File: config.mk
export PLATFORM = sky130hd
export DESIGN_NAME = csrTop
export DESIGN_NICKNAME = d
export VERILOG_FILES = /design/src/hw/csrPkg.sv /design/src/hw/trapIf.sv /design/src/hw/csrTop.sv /design/src/hw/csrReadMux.sv /design/src/hw/saveRegs.sv /design/src/hw/stableTimer.sv /design/src/hw/excCtrl.sv /design/src/hw/privCtrl.sv
export SDC_FILE = /design/constraint.sdc
export NUM_CORES = 1
export LEC_CHECK = 0
export BUFFER_PORTS_ARGS = -buffer_cell sky130_fd_sc_hd__buf_2
export CAP_MARGIN = 20
export CELL_PAD_IN_SITES_DETAIL_PLACEMENT = 1
export CELL_PAD_IN_SITES_GLOBAL_PLACEMENT = 2
export CORE_MARGIN = 4
export CORE_UTILIZATION = 36
export CTS_CLUSTER_DIAMETER = 60
export CTS_CLUSTER_SIZE = 16
export DETAILED_ROUTE_END_ITERATION = 12
export GPL_TIMING_DRIVEN = 0
export PLACE_DENSITY_LB_ADDON = 0.1
export REMOVE_ABC_BUFFERS = 1
export SLEW_MARGIN = 15
export SYNTH_ARGS = -nofsm -noshare
export SYNTH_HDL_FRONTEND = slang
export SYNTH_SLANG_ARGS = --single-unit
export TNS_END_PERCENT = 1
File: constraint.sdc
create_clock -name Clk -period 4.61 [get_ports Clk]
set_input_delay 0.2305 -clock Clk [delete_from_list [all_inputs] [get_ports Clk]]
set_output_delay 0.2305 -clock Clk [all_outputs]
set_load 0.02 [all_outputs]
File: src/hw/csrPkg.sv
`default_nettype none

package csrPkg;

    // plain vectors with a meaning of their own
    typedef logic [31:0] dataT;
    typedef logic [13:0] csrAddrT;
    typedef logic [1:0]  plvT;
    typedef logic [5:0]  ecodeT;
    typedef logic [8:0]  esubT;
    typedef logic [7:0]  hwIrqT;

    // 1:0 software, 9:2 hardware, 10 unused, 11 timer, 12 reserved
    typedef logic [12:0] isVecT;

    // csr numbers
    localparam csrAddrT AddrCrmd   = 14'h0;
    localparam csrAddrT AddrPrmd   = 14'h1;
    localparam csrAddrT AddrEcfg   = 14'h4;
    localparam csrAddrT AddrEstat  = 14'h5;
    localparam csrAddrT AddrEra    = 14'h6;
    localparam csrAddrT AddrEentry = 14'hc;
    localparam csrAddrT AddrSave0  = 14'h30;
    localparam csrAddrT AddrTid    = 14'h40;
    localparam csrAddrT AddrTcfg   = 14'h41;
    localparam csrAddrT AddrTval   = 14'h42;
    localparam csrAddrT AddrTiclr  = 14'h44;

    // crmd fields, prmd reuses plv and ie positions
    localparam int CrmdPlvLo = 0;
    localparam int CrmdPlvHi = 1;
    localparam int CrmdIe    = 2;
    localparam int CrmdDa    = 3;
    localparam int CrmdPg    = 4;

    // tcfg fields
    localparam int TcfgEn       = 0;
    localparam int TcfgPeriodic = 1;
    localparam int TcfgInitLo   = 2;
    localparam int TcfgInitHi   = 31;

    // estat fields
    localparam int EstatEcodeLo = 16;
    localparam int EstatEcodeHi = 21;
    localparam int EstatEsubLo  = 22;
    localparam int EstatEsubHi  = 30;

    // ticlr clear bit
    localparam int TiclrClr = 0;

    localparam int DefNumSave = 4;

endpackage

`default_nettype wire
File: src/hw/trapIf.sv
`timescale 1ns/1ps
`default_nettype none

interface trapIf;
    import csrPkg::*;

    logic  valid;
    logic  isReturn;
    dataT  pc;
    ecodeT ecode;
    esubT  esub;

    // driven from the top-level trap ports
    modport src (
        output valid, isReturn, pc, ecode, esub
    );

    modport sink (
        input valid, isReturn, pc, ecode, esub
    );

endinterface

`default_nettype wire

File: src/hw/csrTop.sv
`timescale 1ns/1ps
`default_nettype none

module csrTop (
    input  logic             Clk,
    input  logic             rst,
    input  logic             wEn,
    input  csrPkg::csrAddrT  wAddr,
    input  csrPkg::dataT     wData,
    input  logic             rEn,
    input  csrPkg::csrAddrT  rAddr,
    output csrPkg::dataT     rData,
    input  logic             trapValid,
    input  logic             trapReturn,
    input  csrPkg::dataT     trapPc,
    input  csrPkg::ecodeT    trapEcode,
    input  csrPkg::esubT     trapEsub,
    input  csrPkg::hwIrqT    hwIrq,
    output logic             irqReq,
    output csrPkg::dataT     eraOut,
    output csrPkg::dataT     eentryOut,
    output csrPkg::plvT      plv
);
    import csrPkg::*;

    localparam int NumSave = DefNumSave;

    dataT crmd;
    dataT prmd;
    dataT ecfg;
    dataT estat;
    dataT tid;
    dataT tcfg;
    dataT tval;
    dataT saveVals [NumSave];
    logic timerPend;

    trapIf trap ();

    assign trap.valid    = trapValid;
    assign trap.isReturn = trapReturn;
    assign trap.pc       = trapPc;
    assign trap.ecode    = trapEcode;
    assign trap.esub     = trapEsub;

    assign plv = crmd[CrmdPlvHi:CrmdPlvLo];

    privCtrl u_privCtrl (
        .Clk(Clk), .rst(rst), .wEn(wEn), .wAddr(wAddr), .wData(wData),
        .trap(trap), .crmd(crmd), .prmd(prmd)
    );

    excCtrl u_excCtrl (
        .Clk(Clk), .rst(rst), .wEn(wEn), .wAddr(wAddr), .wData(wData),
        .trap(trap), .hwIrq(hwIrq), .timerPend(timerPend), .ie(crmd[CrmdIe]),
        .ecfg(ecfg), .estat(estat), .era(eraOut), .eentry(eentryOut), .irqReq(irqReq)
    );

    stableTimer u_stableTimer (
        .Clk(Clk), .rst(rst), .wEn(wEn), .wAddr(wAddr), .wData(wData),
        .tid(tid), .tcfg(tcfg), .tval(tval), .timerPend(timerPend)
    );

    saveRegs #(.NumSave(NumSave)) u_saveRegs (
        .Clk(Clk), .rst(rst), .wEn(wEn), .wAddr(wAddr), .wData(wData),
        .saveVals(saveVals)
    );

    csrReadMux #(.NumSave(NumSave)) u_csrReadMux (
        .rEn(rEn), .rAddr(rAddr), .crmd(crmd), .prmd(prmd), .ecfg(ecfg),
        .estat(estat), .era(eraOut), .eentry(eentryOut), .tid(tid), .tcfg(tcfg),
        .tval(tval), .saveVals(saveVals), .rData(rData)
    );

endmodule

`default_nettype wire

File: src/hw/csrReadMux.sv
`timescale 1ns/1ps
`default_nettype none

module csrReadMux #(
    parameter int NumSave = 4
) (
    input  logic            rEn,
    input  csrPkg::csrAddrT rAddr,
    input  csrPkg::dataT    crmd,
    input  csrPkg::dataT    prmd,
    input  csrPkg::dataT    ecfg,
    input  csrPkg::dataT    estat,
    input  csrPkg::dataT    era,
    input  csrPkg::dataT    eentry,
    input  csrPkg::dataT    tid,
    input  csrPkg::dataT    tcfg,
    input  csrPkg::dataT    tval,
    input  csrPkg::dataT    saveVals [NumSave],
    output csrPkg::dataT    rData
);
    import csrPkg::*;

    localparam int IdxW = (NumSave > 1) ? $clog2(NumSave) : 1;

    csrAddrT saveOff;

    always_comb begin
        saveOff = rAddr - AddrSave0;
        rData = '0;
        if (rEn) begin
            case (rAddr)
                AddrCrmd:   rData = crmd;
                AddrPrmd:   rData = prmd;
                AddrEcfg:   rData = ecfg;
                AddrEstat:  rData = estat;
                AddrEra:    rData = era;
                AddrEentry: rData = eentry;
                AddrTid:    rData = tid;
                AddrTcfg:   rData = tcfg;
                AddrTval:   rData = tval;
                // ticlr is write-only, reads back zero
                AddrTiclr:  rData = '0;
                default: begin
                    if ((rAddr >= AddrSave0) && (saveOff < NumSave)) begin
                        rData = saveVals[saveOff[IdxW-1:0]];
                    end
                end
            endcase
        end
        assert (rEn || (rData == '0))
            else $error("csrReadMux: rData not zero with rEn low");
    end

endmodule

`default_nettype wire

File: src/hw/saveRegs.sv
`timescale 1ns/1ps
`default_nettype none

module saveRegs #(
    parameter int NumSave = 4
) (
    input  logic            Clk,
    input  logic            rst,
    input  logic            wEn,
    input  csrPkg::csrAddrT wAddr,
    input  csrPkg::dataT    wData,
    output csrPkg::dataT    saveVals [NumSave]
);
    import csrPkg::*;

    logic [NumSave-1:0] hit;

    // one decode per scratch slot
    always_comb begin
        for (int i = 0; i < NumSave; i++) begin
            hit[i] = wEn && (wAddr == csrAddrT'(AddrSave0 + i));
        end
    end

    always_ff @(posedge Clk) begin
        if (rst) begin
            for (int i = 0; i < NumSave; i++) begin
                saveVals[i] <= '0;
            end
        end else begin
            for (int i = 0; i < NumSave; i++) begin
                if (hit[i]) begin
                    saveVals[i] <= wData;
                end
            end
        end
    end

endmodule

`default_nettype wire

File: src/hw/stableTimer.sv
`timescale 1ns/1ps
`default_nettype none

module stableTimer (
    input  logic            Clk,
    input  logic            rst,
    input  logic            wEn,
    input  csrPkg::csrAddrT wAddr,
    input  csrPkg::dataT    wData,
    output csrPkg::dataT    tid,
    output csrPkg::dataT    tcfg,
    output csrPkg::dataT    tval,
    output logic            timerPend
);
    import csrPkg::*;

    logic tidWr;
    logic tcfgWr;
    logic ticlrWr;
    logic running;
    logic hitZero;
    dataT reloadVal;

    assign tidWr   = wEn && (wAddr == AddrTid);
    assign tcfgWr  = wEn && (wAddr == AddrTcfg);
    assign ticlrWr = wEn && (wAddr == AddrTiclr);

    // counting stops once a one-shot run reaches zero
    assign running   = tcfg[TcfgEn] && (tval != '0);
    assign hitZero   = running && (tval == dataT'(1));
    assign reloadVal = {tcfg[TcfgInitHi:TcfgInitLo], 2'b00};

    always_ff @(posedge Clk) begin
        if (rst) begin
            tid  <= '0;
            tcfg <= '0;
            tval <= '0;
        end else begin
            if (tidWr) begin
                tid <= wData;
            end
            if (tcfgWr) begin
                tcfg <= wData;
                tval <= {wData[TcfgInitHi:TcfgInitLo], 2'b00};
            end else if (hitZero) begin
                tval <= tcfg[TcfgPeriodic] ? reloadVal : '0;
            end else if (running) begin
                tval <= tval - dataT'(1);
            end
        end
    end

    // a new expiry beats a clear in the same cycle
    always_ff @(posedge Clk) begin
        if (rst) begin
            timerPend <= 1'b0;
        end else if (hitZero) begin
            timerPend <= 1'b1;
        end else if (ticlrWr && wData[TiclrClr]) begin
            timerPend <= 1'b0;
        end
    end

    assert property (@(posedge Clk) disable iff (rst)
        !tcfgWr && !(hitZero && tcfg[TcfgPeriodic]) |=> tval <= $past(tval))
        else $error("stableTimer: tval rose without a load or reload");

endmodule

`default_nettype wire

File: src/hw/excCtrl.sv
`timescale 1ns/1ps
`default_nettype none

module excCtrl (
    input  logic            Clk,
    input  logic            rst,
    input  logic            wEn,
    input  csrPkg::csrAddrT wAddr,
    input  csrPkg::dataT    wData,
    trapIf.sink             trap,
    input  csrPkg::hwIrqT   hwIrq,
    input  logic            timerPend,
    input  logic            ie,
    output csrPkg::dataT    ecfg,
    output csrPkg::dataT    estat,
    output csrPkg::dataT    era,
    output csrPkg::dataT    eentry,
    output logic            irqReq
);
    import csrPkg::*;

    logic  trapEntry;
    logic  [1:0] isSw;
    hwIrqT isHw;
    ecodeT ecode;
    esubT  esub;
    isVecT isVec;

    assign trapEntry = trap.valid && !trap.isReturn;

    always_ff @(posedge Clk) begin
        if (rst) begin
            ecfg   <= '0;
            eentry <= '0;
            isSw   <= '0;
            isHw   <= '0;
        end else begin
            // hardware lines are resampled every cycle
            isHw <= hwIrq;
            if (wEn && (wAddr == AddrEcfg)) begin
                ecfg <= {19'd0, wData[12:0]};
            end
            if (wEn && (wAddr == AddrEentry)) begin
                eentry <= {wData[31:6], 6'd0};
            end
            if (wEn && (wAddr == AddrEstat)) begin
                isSw <= wData[1:0];
            end
        end
    end

    // exception info is only written by a trap
    always_ff @(posedge Clk) begin
        if (rst) begin
            era   <= '0;
            ecode <= '0;
            esub  <= '0;
        end else if (trapEntry) begin
            era   <= trap.pc;
            ecode <= trap.ecode;
            esub  <= trap.esub;
        end else if (wEn && (wAddr == AddrEra)) begin
            era <= wData;
        end
    end

    assign isVec = {1'b0, timerPend, 1'b0, isHw, isSw};

    always_comb begin
        estat = '0;
        estat[12:0] = isVec;
        estat[EstatEcodeHi:EstatEcodeLo] = ecode;
        estat[EstatEsubHi:EstatEsubLo] = esub;
    end

    assign irqReq = (|(ecfg[12:0] & isVec)) && ie;

    assert property (@(posedge Clk) disable iff (rst) irqReq |-> ie)
        else $error("excCtrl: irqReq raised with ie clear");

endmodule

`default_nettype wire

File: src/hw/privCtrl.sv
`timescale 1ns/1ps
`default_nettype none

module privCtrl (
    input  logic            Clk,
    input  logic            rst,
    input  logic            wEn,
    input  csrPkg::csrAddrT wAddr,
    input  csrPkg::dataT    wData,
    trapIf.sink             trap,
    output csrPkg::dataT    crmd,
    output csrPkg::dataT    prmd
);
    import csrPkg::*;

    logic trapEntry;
    logic trapRet;
    logic crmdWr;
    logic prmdWr;

    assign trapEntry = trap.valid && !trap.isReturn;
    assign trapRet   = trap.valid && trap.isReturn;
    assign crmdWr    = wEn && (wAddr == AddrCrmd);
    assign prmdWr    = wEn && (wAddr == AddrPrmd);

    // trap and ertn take priority over a software write
    always_ff @(posedge Clk) begin
        if (rst) begin
            crmd <= '0;
            crmd[CrmdDa] <= 1'b1;
        end else if (trapEntry) begin
            crmd[CrmdPlvHi:CrmdPlvLo] <= '0;
            crmd[CrmdIe] <= 1'b0;
        end else if (trapRet) begin
            crmd[CrmdPlvHi:CrmdPlvLo] <= prmd[CrmdPlvHi:CrmdPlvLo];
            crmd[CrmdIe] <= prmd[CrmdIe];
        end else if (crmdWr) begin
            crmd <= '0;
            crmd[CrmdPlvHi:CrmdPlvLo] <= wData[CrmdPlvHi:CrmdPlvLo];
            crmd[CrmdIe] <= wData[CrmdIe];
            crmd[CrmdDa] <= wData[CrmdDa];
            crmd[CrmdPg] <= wData[CrmdPg];
        end
    end

    // prmd only holds pplv and pie
    always_ff @(posedge Clk) begin
        if (rst) begin
            prmd <= '0;
        end else if (trapEntry) begin
            prmd[CrmdPlvHi:CrmdPlvLo] <= crmd[CrmdPlvHi:CrmdPlvLo];
            prmd[CrmdIe] <= crmd[CrmdIe];
        end else if (prmdWr) begin
            prmd <= '0;
            prmd[CrmdPlvHi:CrmdPlvLo] <= wData[CrmdPlvHi:CrmdPlvLo];
            prmd[CrmdIe] <= wData[CrmdIe];
        end
    end

    // entry drops to kernel with interrupts off
    assert property (@(posedge Clk) disable iff (rst)
        trapEntry |=> (crmd[CrmdIe] == 1'b0) && (crmd[CrmdPlvHi:CrmdPlvLo] == '0))
        else $error("privCtrl: crmd plv/ie not cleared after trap entry");

endmodule

`default_nettype wire

==> results of run 1 <==
cell usage in the layout (no fill, tap or decap), types with 31 or more instances in the layout:
cell,n
a31oi_1,31
nand2_1,529
mux4_2,32
dlygate4sd3_1,62
a21oi_1,267
clkbuf_16,35
a211oi_1,46
a222oi_1,52
mux2i_1,54
buf_2,217
nor2_1,86
dfxtp_1,329
per-stage QoR:
stage                     power, mW  hold slack, ns  setup TNS (ns)
after floorplan                3.07           0.300               0
after global placement         3.29           0.435         -362.91
after detailed placement       3.31           0.444               0
after CTS                      6.32        0.000480               0
after global routing           6.46          0.0248               0
final                          6.26          0.0231               0
timing repair:
action / 4_1_cts / 5_1_grt
hold buffers: 62 / 0
endpoints found under the setup margin: 0 / 0
hold endpoints to repair: 92 / 0
report_power, final:
| part | internal [mW] | total, mW | switching (mW) | leakage, nW |
|---|---|---|---|---|
| combinational | 0.147 | 0.387 | 0.240 | 3.77 |
| sequential | 2.87 | 2.90 | 0.0267 | 2.66 |
| clock | 1.72 | 2.98 | 1.26 | 0.562 |
synth_stat cells, types with 11 or more instances:
cell type	instances	share of area, %
o21ai_0	16	0.52
mux4_2	32	4.7
a221oi_1	12	0.68
a222oi_1	52	3.4
mux2i_1	54	3.5
a22oi_1	22	1.1
clkbuf_1	169	4.1
inv_1	11	0.27
a31oi_1	31	1.3
xnor2_1	11	0.63
nor2_1	94	2.3
nor4_1	18	0.73
nand3_1	23	0.75
a211oi_1	46	2.2
nor2b_1	11	0.45
dfxtp_1	329	43
nor3_1	22	0.72
nand2_1	531	13
a21oi_1	267	8.7
worst max path at each step:
stage / from / endpoint / slack, ns / cells after the start
after floorplan: rAddr[13] / rData[0] / 0.25 / 5
after global placement: rAddr[1] / rData[6] / -4.50 / 5
after detailed placement: wAddr[9] / u_stableTimer.tval[26] / 1.25 / 7
after CTS: u_stableTimer.tval[18] / u_stableTimer.tval[17] / 1.22 / 7
after global routing: u_stableTimer.tval[18] / u_stableTimer.tval[17] / 0.99 / 7
final: u_stableTimer.tval[18] / u_stableTimer.tval[17] / 1.11 / 7
state kept, by name, summed over array words and instances, names as in the netlist, 3 cells and up:
name	count
u_excCtrl.ecode	6
u_excCtrl.esub	9
u_stableTimer.tval	32
u_stableTimer.tcfg	32
u_excCtrl.era	32
u_excCtrl.isHw	8
u_saveRegs.saveVals	128
u_privCtrl.prmd	3
u_excCtrl.ecfg	13
u_privCtrl.crmd	5
u_stableTimer.tid	32
u_excCtrl.eentry	26
logic make-up after synthesis:
| kind of cell | share of synthesized area (%) |
|---|---|
| and+or+nand+nor | 21.1 |
| DFF | 42.8 |
| xor gates and xnor gates | 1.20 |
| AOI/OAI and AO/OA | 20.8 |
| buffers and inverters | 5.41 |
| muxes | 8.35 |
| other | 0.0244 |
| adders and majority gates | 0.244 |
worst max-delay path: cells and delay by family, from the launching register on:
kind / cells / cell delay [ns]
simple gates: 5 / 2.35
buf+inv: 1 / 0.38
compound gates: 1 / 0.27
flops: 1 / 0.44
layer usage:
metal / up-vias / part of all wire, %
met5: - / 0
met2: 460 / 46
met3: 86 / 5.7
met1: 7728 / 46
li1: 7109 / -
met4: 0 / 2.2
area by class of cell:
cell class | count | area, um2 | share of cell area, %
repair buffers | 321 | 2450 | 12.9
multi-input cells | 1381 | 8100 | 42.6
flip-flops and latches | 329 | 6590 | 34.6
clock inverters | 19 | 249 | 1.31
inverters | 11 | 41.3 | 0.217
well taps | 539 | 674 | 3.55
clock buffers | 40 | 915 | 4.81
==> results by group, run 1 <==
Routing
  • Post-DR vias/cell: slightly below 6
  • DRC Markers: 0
  • DR WL/cell: 23.7 um
  • Initial DRC Count: 1244
  • Drt pass-1 iters: 6
  • ANT nets after route: 0
  • DR vias: around 15000
  • Post-Route WL: between 60000 and 70000 um

CTS
  • Post-CTS setup buffer count: 0
  • CTS root buffer: clkbuf_16
  • H-tree Lvls: 2
  • Post-CTS resize count: 0
  • Worst-skew pair later-pin latency: 0.55 ns
  • CTS tree: yes
  • Clk buf depth: 3
  • Cts bufs inserted: 34
  • Clock Sinks: approximately 330
  • Register clock-pin slew on the reported worst setup and hold paths: 0.07 ns

Setup path
  • R2R setup slack: 1.11 ns
  • Crit-path cells: nor4_1 > and2_1 > nand4_1 > buf_8 > nor3_2 > a222oi_1 > nand2_1
  • FF-to-FF path depth: 7
  • Critical Path Fanout Max: 13
  • RR Endpoint: u_stableTimer.tval[17]
  • Slowest CP cell: nor4_1
  • Largest stage delay, worst path: 0.72 ns
  • CP endpoint kind: flop
  • Kind of critical path: flop to flop
  • Critical Path RT: 5.09 ns
  • CP Data Arrival Time: 3.98 ns
  • Critical Path Start Type: flop
  • R2r startpoint: u_stableTimer.tval[18]

Timing
  • Final hold viol count: 0
  • Fin worst setup slack: 1.11 ns
  • Final min period: 3.50 ns
  • Final setup violation count: 0
  • Max-slew violations: 0
  • Tcrit/Tclk final: approximately 76%
  • RSZ-0062 raised after global routing: false
  • Slew HR: between 20% and 30%
  • Setup Skew: 0.0183 ns
  • Slew @ Worst Pin: between 1 and 1.5 ns
  • Fmax: 0.286 GHz

Die
  • Die width: between 200 and 250 um
  • I/O pin count: 220
  • Die Footprint: around 46000 um2
  • Die Height: 215 um
  • Row count: 75
  • Initial Util: between 30% and 40%
  • Core area: 42100 um2

Finish
  • Layout Utilization: a little under half
  • Design area: 19000 um2
  • # nets final: 2202
  • Fill cell count: 4992
  • Area delta synth->final: 23.7%
  • Antenna Diode Count: 0
  • Post-Layout Cell Count: 2640
  • Share of cells above drive strength 1: 18.5%

Global route
  • Routing usage on met2: 42.8%
  • Initial antenna violation count: 0
  • Vias in the first global route: between 15000 and 20000
  • Overflow after GRT: 0
  • Global routing usage on met1: 36.7%
  • Largest net degree at the start of global routing: 115
  • GR peak layer: met2
  • First-pass GRT wire length: a little under 100000 um
  • Grt met3 use: under 10%
  • GR Util All Layers: 26.3%

Synth
  • Avg Cell Area, Syn: 8.05 um2
  • Top FF cell, synth: dfxtp_1
  • Ys Warns: 0
  • Asr flop ratio synth: 0%
  • #FFs+latches synth: 329
  • Gate Count Post-Synth: approximately 1900
  • Yosys cell types: 72
  • Post-Syn Area: roughly 15000 um2
  • Sequential share of the synthesized area: a little over two fifths
  • Post-synth EDFFs: 0

Place
  • Cell Area, Placed: 17200 um2
  • Pre-CTS setup slack: 1.25 ns
  • Detailed-placement wirelength estimate: 44600 um
  • Placed cells: 2518
  • RD Place Congestion: 0.843
  • IO Port Bufs: 213

Power and ir drop
  • Lkg Pwr: 7.00 nW
  • Max VDD drop: 0.000180 V
  • Power Dens Cells: approximately 330 nW/um2

Worst hold path
  • Worst hold endpoint: u_saveRegs.saveVals[28]
  • Worst hold start: wData[28]
  • Hold crit path type: input pin to flop
  • Worst Hold Path Cells: 3

Run status
  • Status: finished, final reports clean

Job
  • MaxCap Viol Count: 0
(Power assumes the default switching activity.)
==> run 2, diff against run 1 <==
Settings changed: ABC_AREA set to 1, CORE_UTILIZATION 36 to 29.
Clock period 4.61 ns to 3.2 ns, I/O delays scaled along.
==> run 2 against run 1 <==
  * Sequential share of layout area shrank 3.4 points
  * Highest routed layer unchanged
  * Design area grew 11%
  * Clock power grew 59%
  * Utilization shrank 8.6 points
  * Clock-buffer cell count grew 6
  * Combinational power grew 78%
==> results by group, run 2 <==
Run status
  • Status: finished, final reports clean

Timing
  • Final min period: around 2.9 ns
  • Fmax: 0.339 GHz
  • Setup Skew: ~0.024 ns
  • Fin worst setup slack: 0.252 ns
  • Final hold viol count: 0
  • Final setup violation count: 0
  • Slew @ Worst Pin: ~1.1 ns
  • Setup TNS: 0 ns
  • RSZ-0062 raised after global routing: false
  • Slew HR: 28.2%
  • WHS: between 0.03 and 0.04 ns
  • Tcrit/Tclk final: 92.1%
  • Max-slew violations: 0

Synth
  • Yosys cell types: 46
  • #FFs+latches synth: 329
  • Synth cell count leaders: nand2_1, dfxtp_1, nor2_1
  • Top cell type by total area after synthesis: dfxtp_1
  • Post-synth top area share: 39.0%
  • Count leader, synth: nand2_1
  • Sequential share of the synthesized area: 39.0%
  • Post-Syn Area: 16900 um2
  • Ranking of synthesized cells by area: dfxtp_1, nand2_1, o21ai_0
  • Asr flop ratio synth: 0%
  • Avg Cell Area, Syn: approximately 6.7 um2
  • Ys Warns: 0
  • Top FF cell, synth: dfxtp_1
  • Gate Count Post-Synth: 2537
  • Post-synth EDFFs: 0

Job
  • MaxCap Viol Count: 0

Die
  • Die Height: 249 um
  • Initial Util: approximately 29%
  • Core area: roughly 58000 um2
  • Die Footprint: 62200 um2
  • Die width: roughly 250 um
  • I/O pin count: 220
  • Row count: around 90

Finish
  • Area of the multi-input gates: 8580 um2
  • Layout Utilization: 36.5%
  • FF+latch area: about 6600 um2
  • Commonest non-fill, non-tap cell in the layout: nand2_1
  • # nets final: between 2000 and 3000
  • Share of cells above drive strength 1: 14.4%
  • Post-Layout Cell Count: 3549
  • Largest register FFs: 128
  • Most flops, register: u_saveRegs.saveVals
  • Antenna Diode Count: 0
  • Fill cell count: 7337
  • Design area: 21100 um2
  • Area delta synth->final: 24.7%
  • Most frequent cells in the layout: nand2_1, dfxtp_1, nor2_1, o21ai_0, inv_1

Routing
  • Drt pass-1 iters: 5
  • ANT nets after route: 0
  • DRC Markers: 0
  • DR vias: 17900
  • Initial DRC Count: 884
  • DR WL/cell: 21.4 um
  • Post-Route WL: 76100 um
  • Post-DR vias/cell: around 5

Global route
  • Overflow after GRT: 0
  • GR peak layer: met2
  • Routing usage on met2: around two fifths
  • Global routing usage on met1: 32.0%
  • Grt met3 use: 3.12%
  • Largest net degree at the start of global routing: 112
  • Initial antenna violation count: 1
  • First-pass GRT wire length: 115000 um
  • Vias in the first global route: 18600
  • GR Util All Layers: 23.7%

Setup path
  • Kind of critical path: input pin to output port
  • Critical Path RT: 3.04 ns
  • RR Endpoint: u_stableTimer.tval[23]
  • R2r startpoint: u_stableTimer.tval[15]
  • Critical Path Fanout Max: 34
  • CP Data Arrival Time: 2.79 ns
  • CP endpoint kind: output port
  • CP Launch Point: rAddr[1]
  • Worst Setup EP: rData[28]
  • FF-to-FF path depth: 10
  • Critical Path Start Type: input pin
  • R2R setup slack: 0.68 ns

Power and ir drop
  • Max VDD drop: 0.000299 V
  • Sw Pwr: roughly 2.5 mW
  • Reg power frac: around 44%
  • Pwr Total: roughly 9.6 mW
  • Power Dens Cells: 455 nW/um2
  • Lkg Pwr: 9.17 nW
  • Gate power share: 7.2%
  • Clk network pwr share: 49.4%
  • Switch share: approximately a quarter
  • P_int: around 7.0 mW

Place
  • Placed cells: 3385
  • Detailed-placement wirelength estimate: 51600 um
  • RD Place Congestion: 0.852
  • IO Port Bufs: 213
  • Cell Area, Placed: 18800 um2
  • Pre-CTS setup slack: -1.11 ns

CTS
  • Register clock-pin slew on the reported worst setup and hold paths: 0.06 ns
  • H-tree Lvls: 2
  • CTS tree: yes
  • Clock Sinks: 329
  • Cts bufs inserted: 40
  • Clk buf depth: 3
  • CTS root buffer: clkbuf_16
  • Worst-skew pair later-pin latency: 0.57 ns

Worst hold path
  • Worst hold start: trapPc[25]
  • Hold crit path type: input pin to flop
==> run 2: cell type report <==
cell class	instances	area share (%)
Sequential cell	329	31.3
Clock buffer	46	5.20
Multi-Input combinational cell	1771	40.7
Timing Repair Buffer	334	12.0
Clock inverter	25	1.16
Inverter	279	5.10
Tap cell	765	4.54
==> run 2: per-layer routing <==
| layer | vias up | part of all wire (%) |
|---|---|---|
| li1 | 8727 | - |
| met1 | 8800 | 47 |
| met2 | 328 | 47 |
| met3 | 84 | 3.8 |
| met4 | 0 | 1.7 |
| met5 | - | 0 |
==> run 2: kinds of logic after synthesis <==
kind of cell	share of synthesized area (%)
compound gates	21.6
flops	39.0
buf+inv	10.7
xor+xnor	0.881
simple gates	27.6
fa+ha+maj	0.222
other cells	0.0222
==> run 2: worst max-delay path: stages <==
cell and delay (ns):
buf_2 0.14, inv_6 0.34, nand2_1 0.18, nor2_2 0.36
nand2_2 0.43, inv_2 0.44, nand2_1 0.14, and3_1 0.21
nand3_1 0.06, nand2_1 0.05, inv_1 0.08, buf_2 0.16
==> run 2: worst min path at each step <==
stage | end | slack, ns | cells after the start
detailed placement | u_excCtrl.isHw[5] | 0.38 | 3
global placement | u_excCtrl.isHw[3] | 0.37 | 3
CTS | u_excCtrl.era[25] | 0.006 | 5
floorplan | u_stableTimer.tval[10] | 0.22 | 1
global route | u_excCtrl.isSw[0] | 0.05 | 4
finish | u_excCtrl.era[25] | 0.03 | 5
==> run 2: what timing repair did <==
item,in CTS,in global routing
buffers inserted,1,2
hold buffers,90,0
setup endpoints to repair,32,23
resized for setup,6,1
pin swaps,1,1
endpoints found under the hold margin,215,0
==> run 2: power by group through the flow <==
stage	Sequential [mW]	Combinational [mW]	Clock [mW]
floorplan	4.27	0.231	0
global placement	4.26	0.578	0
detailed placement	4.26	0.600	0
CTS	4.16	0.688	4.86
global route	4.17	0.754	5.01
finish	4.16	0.687	4.73
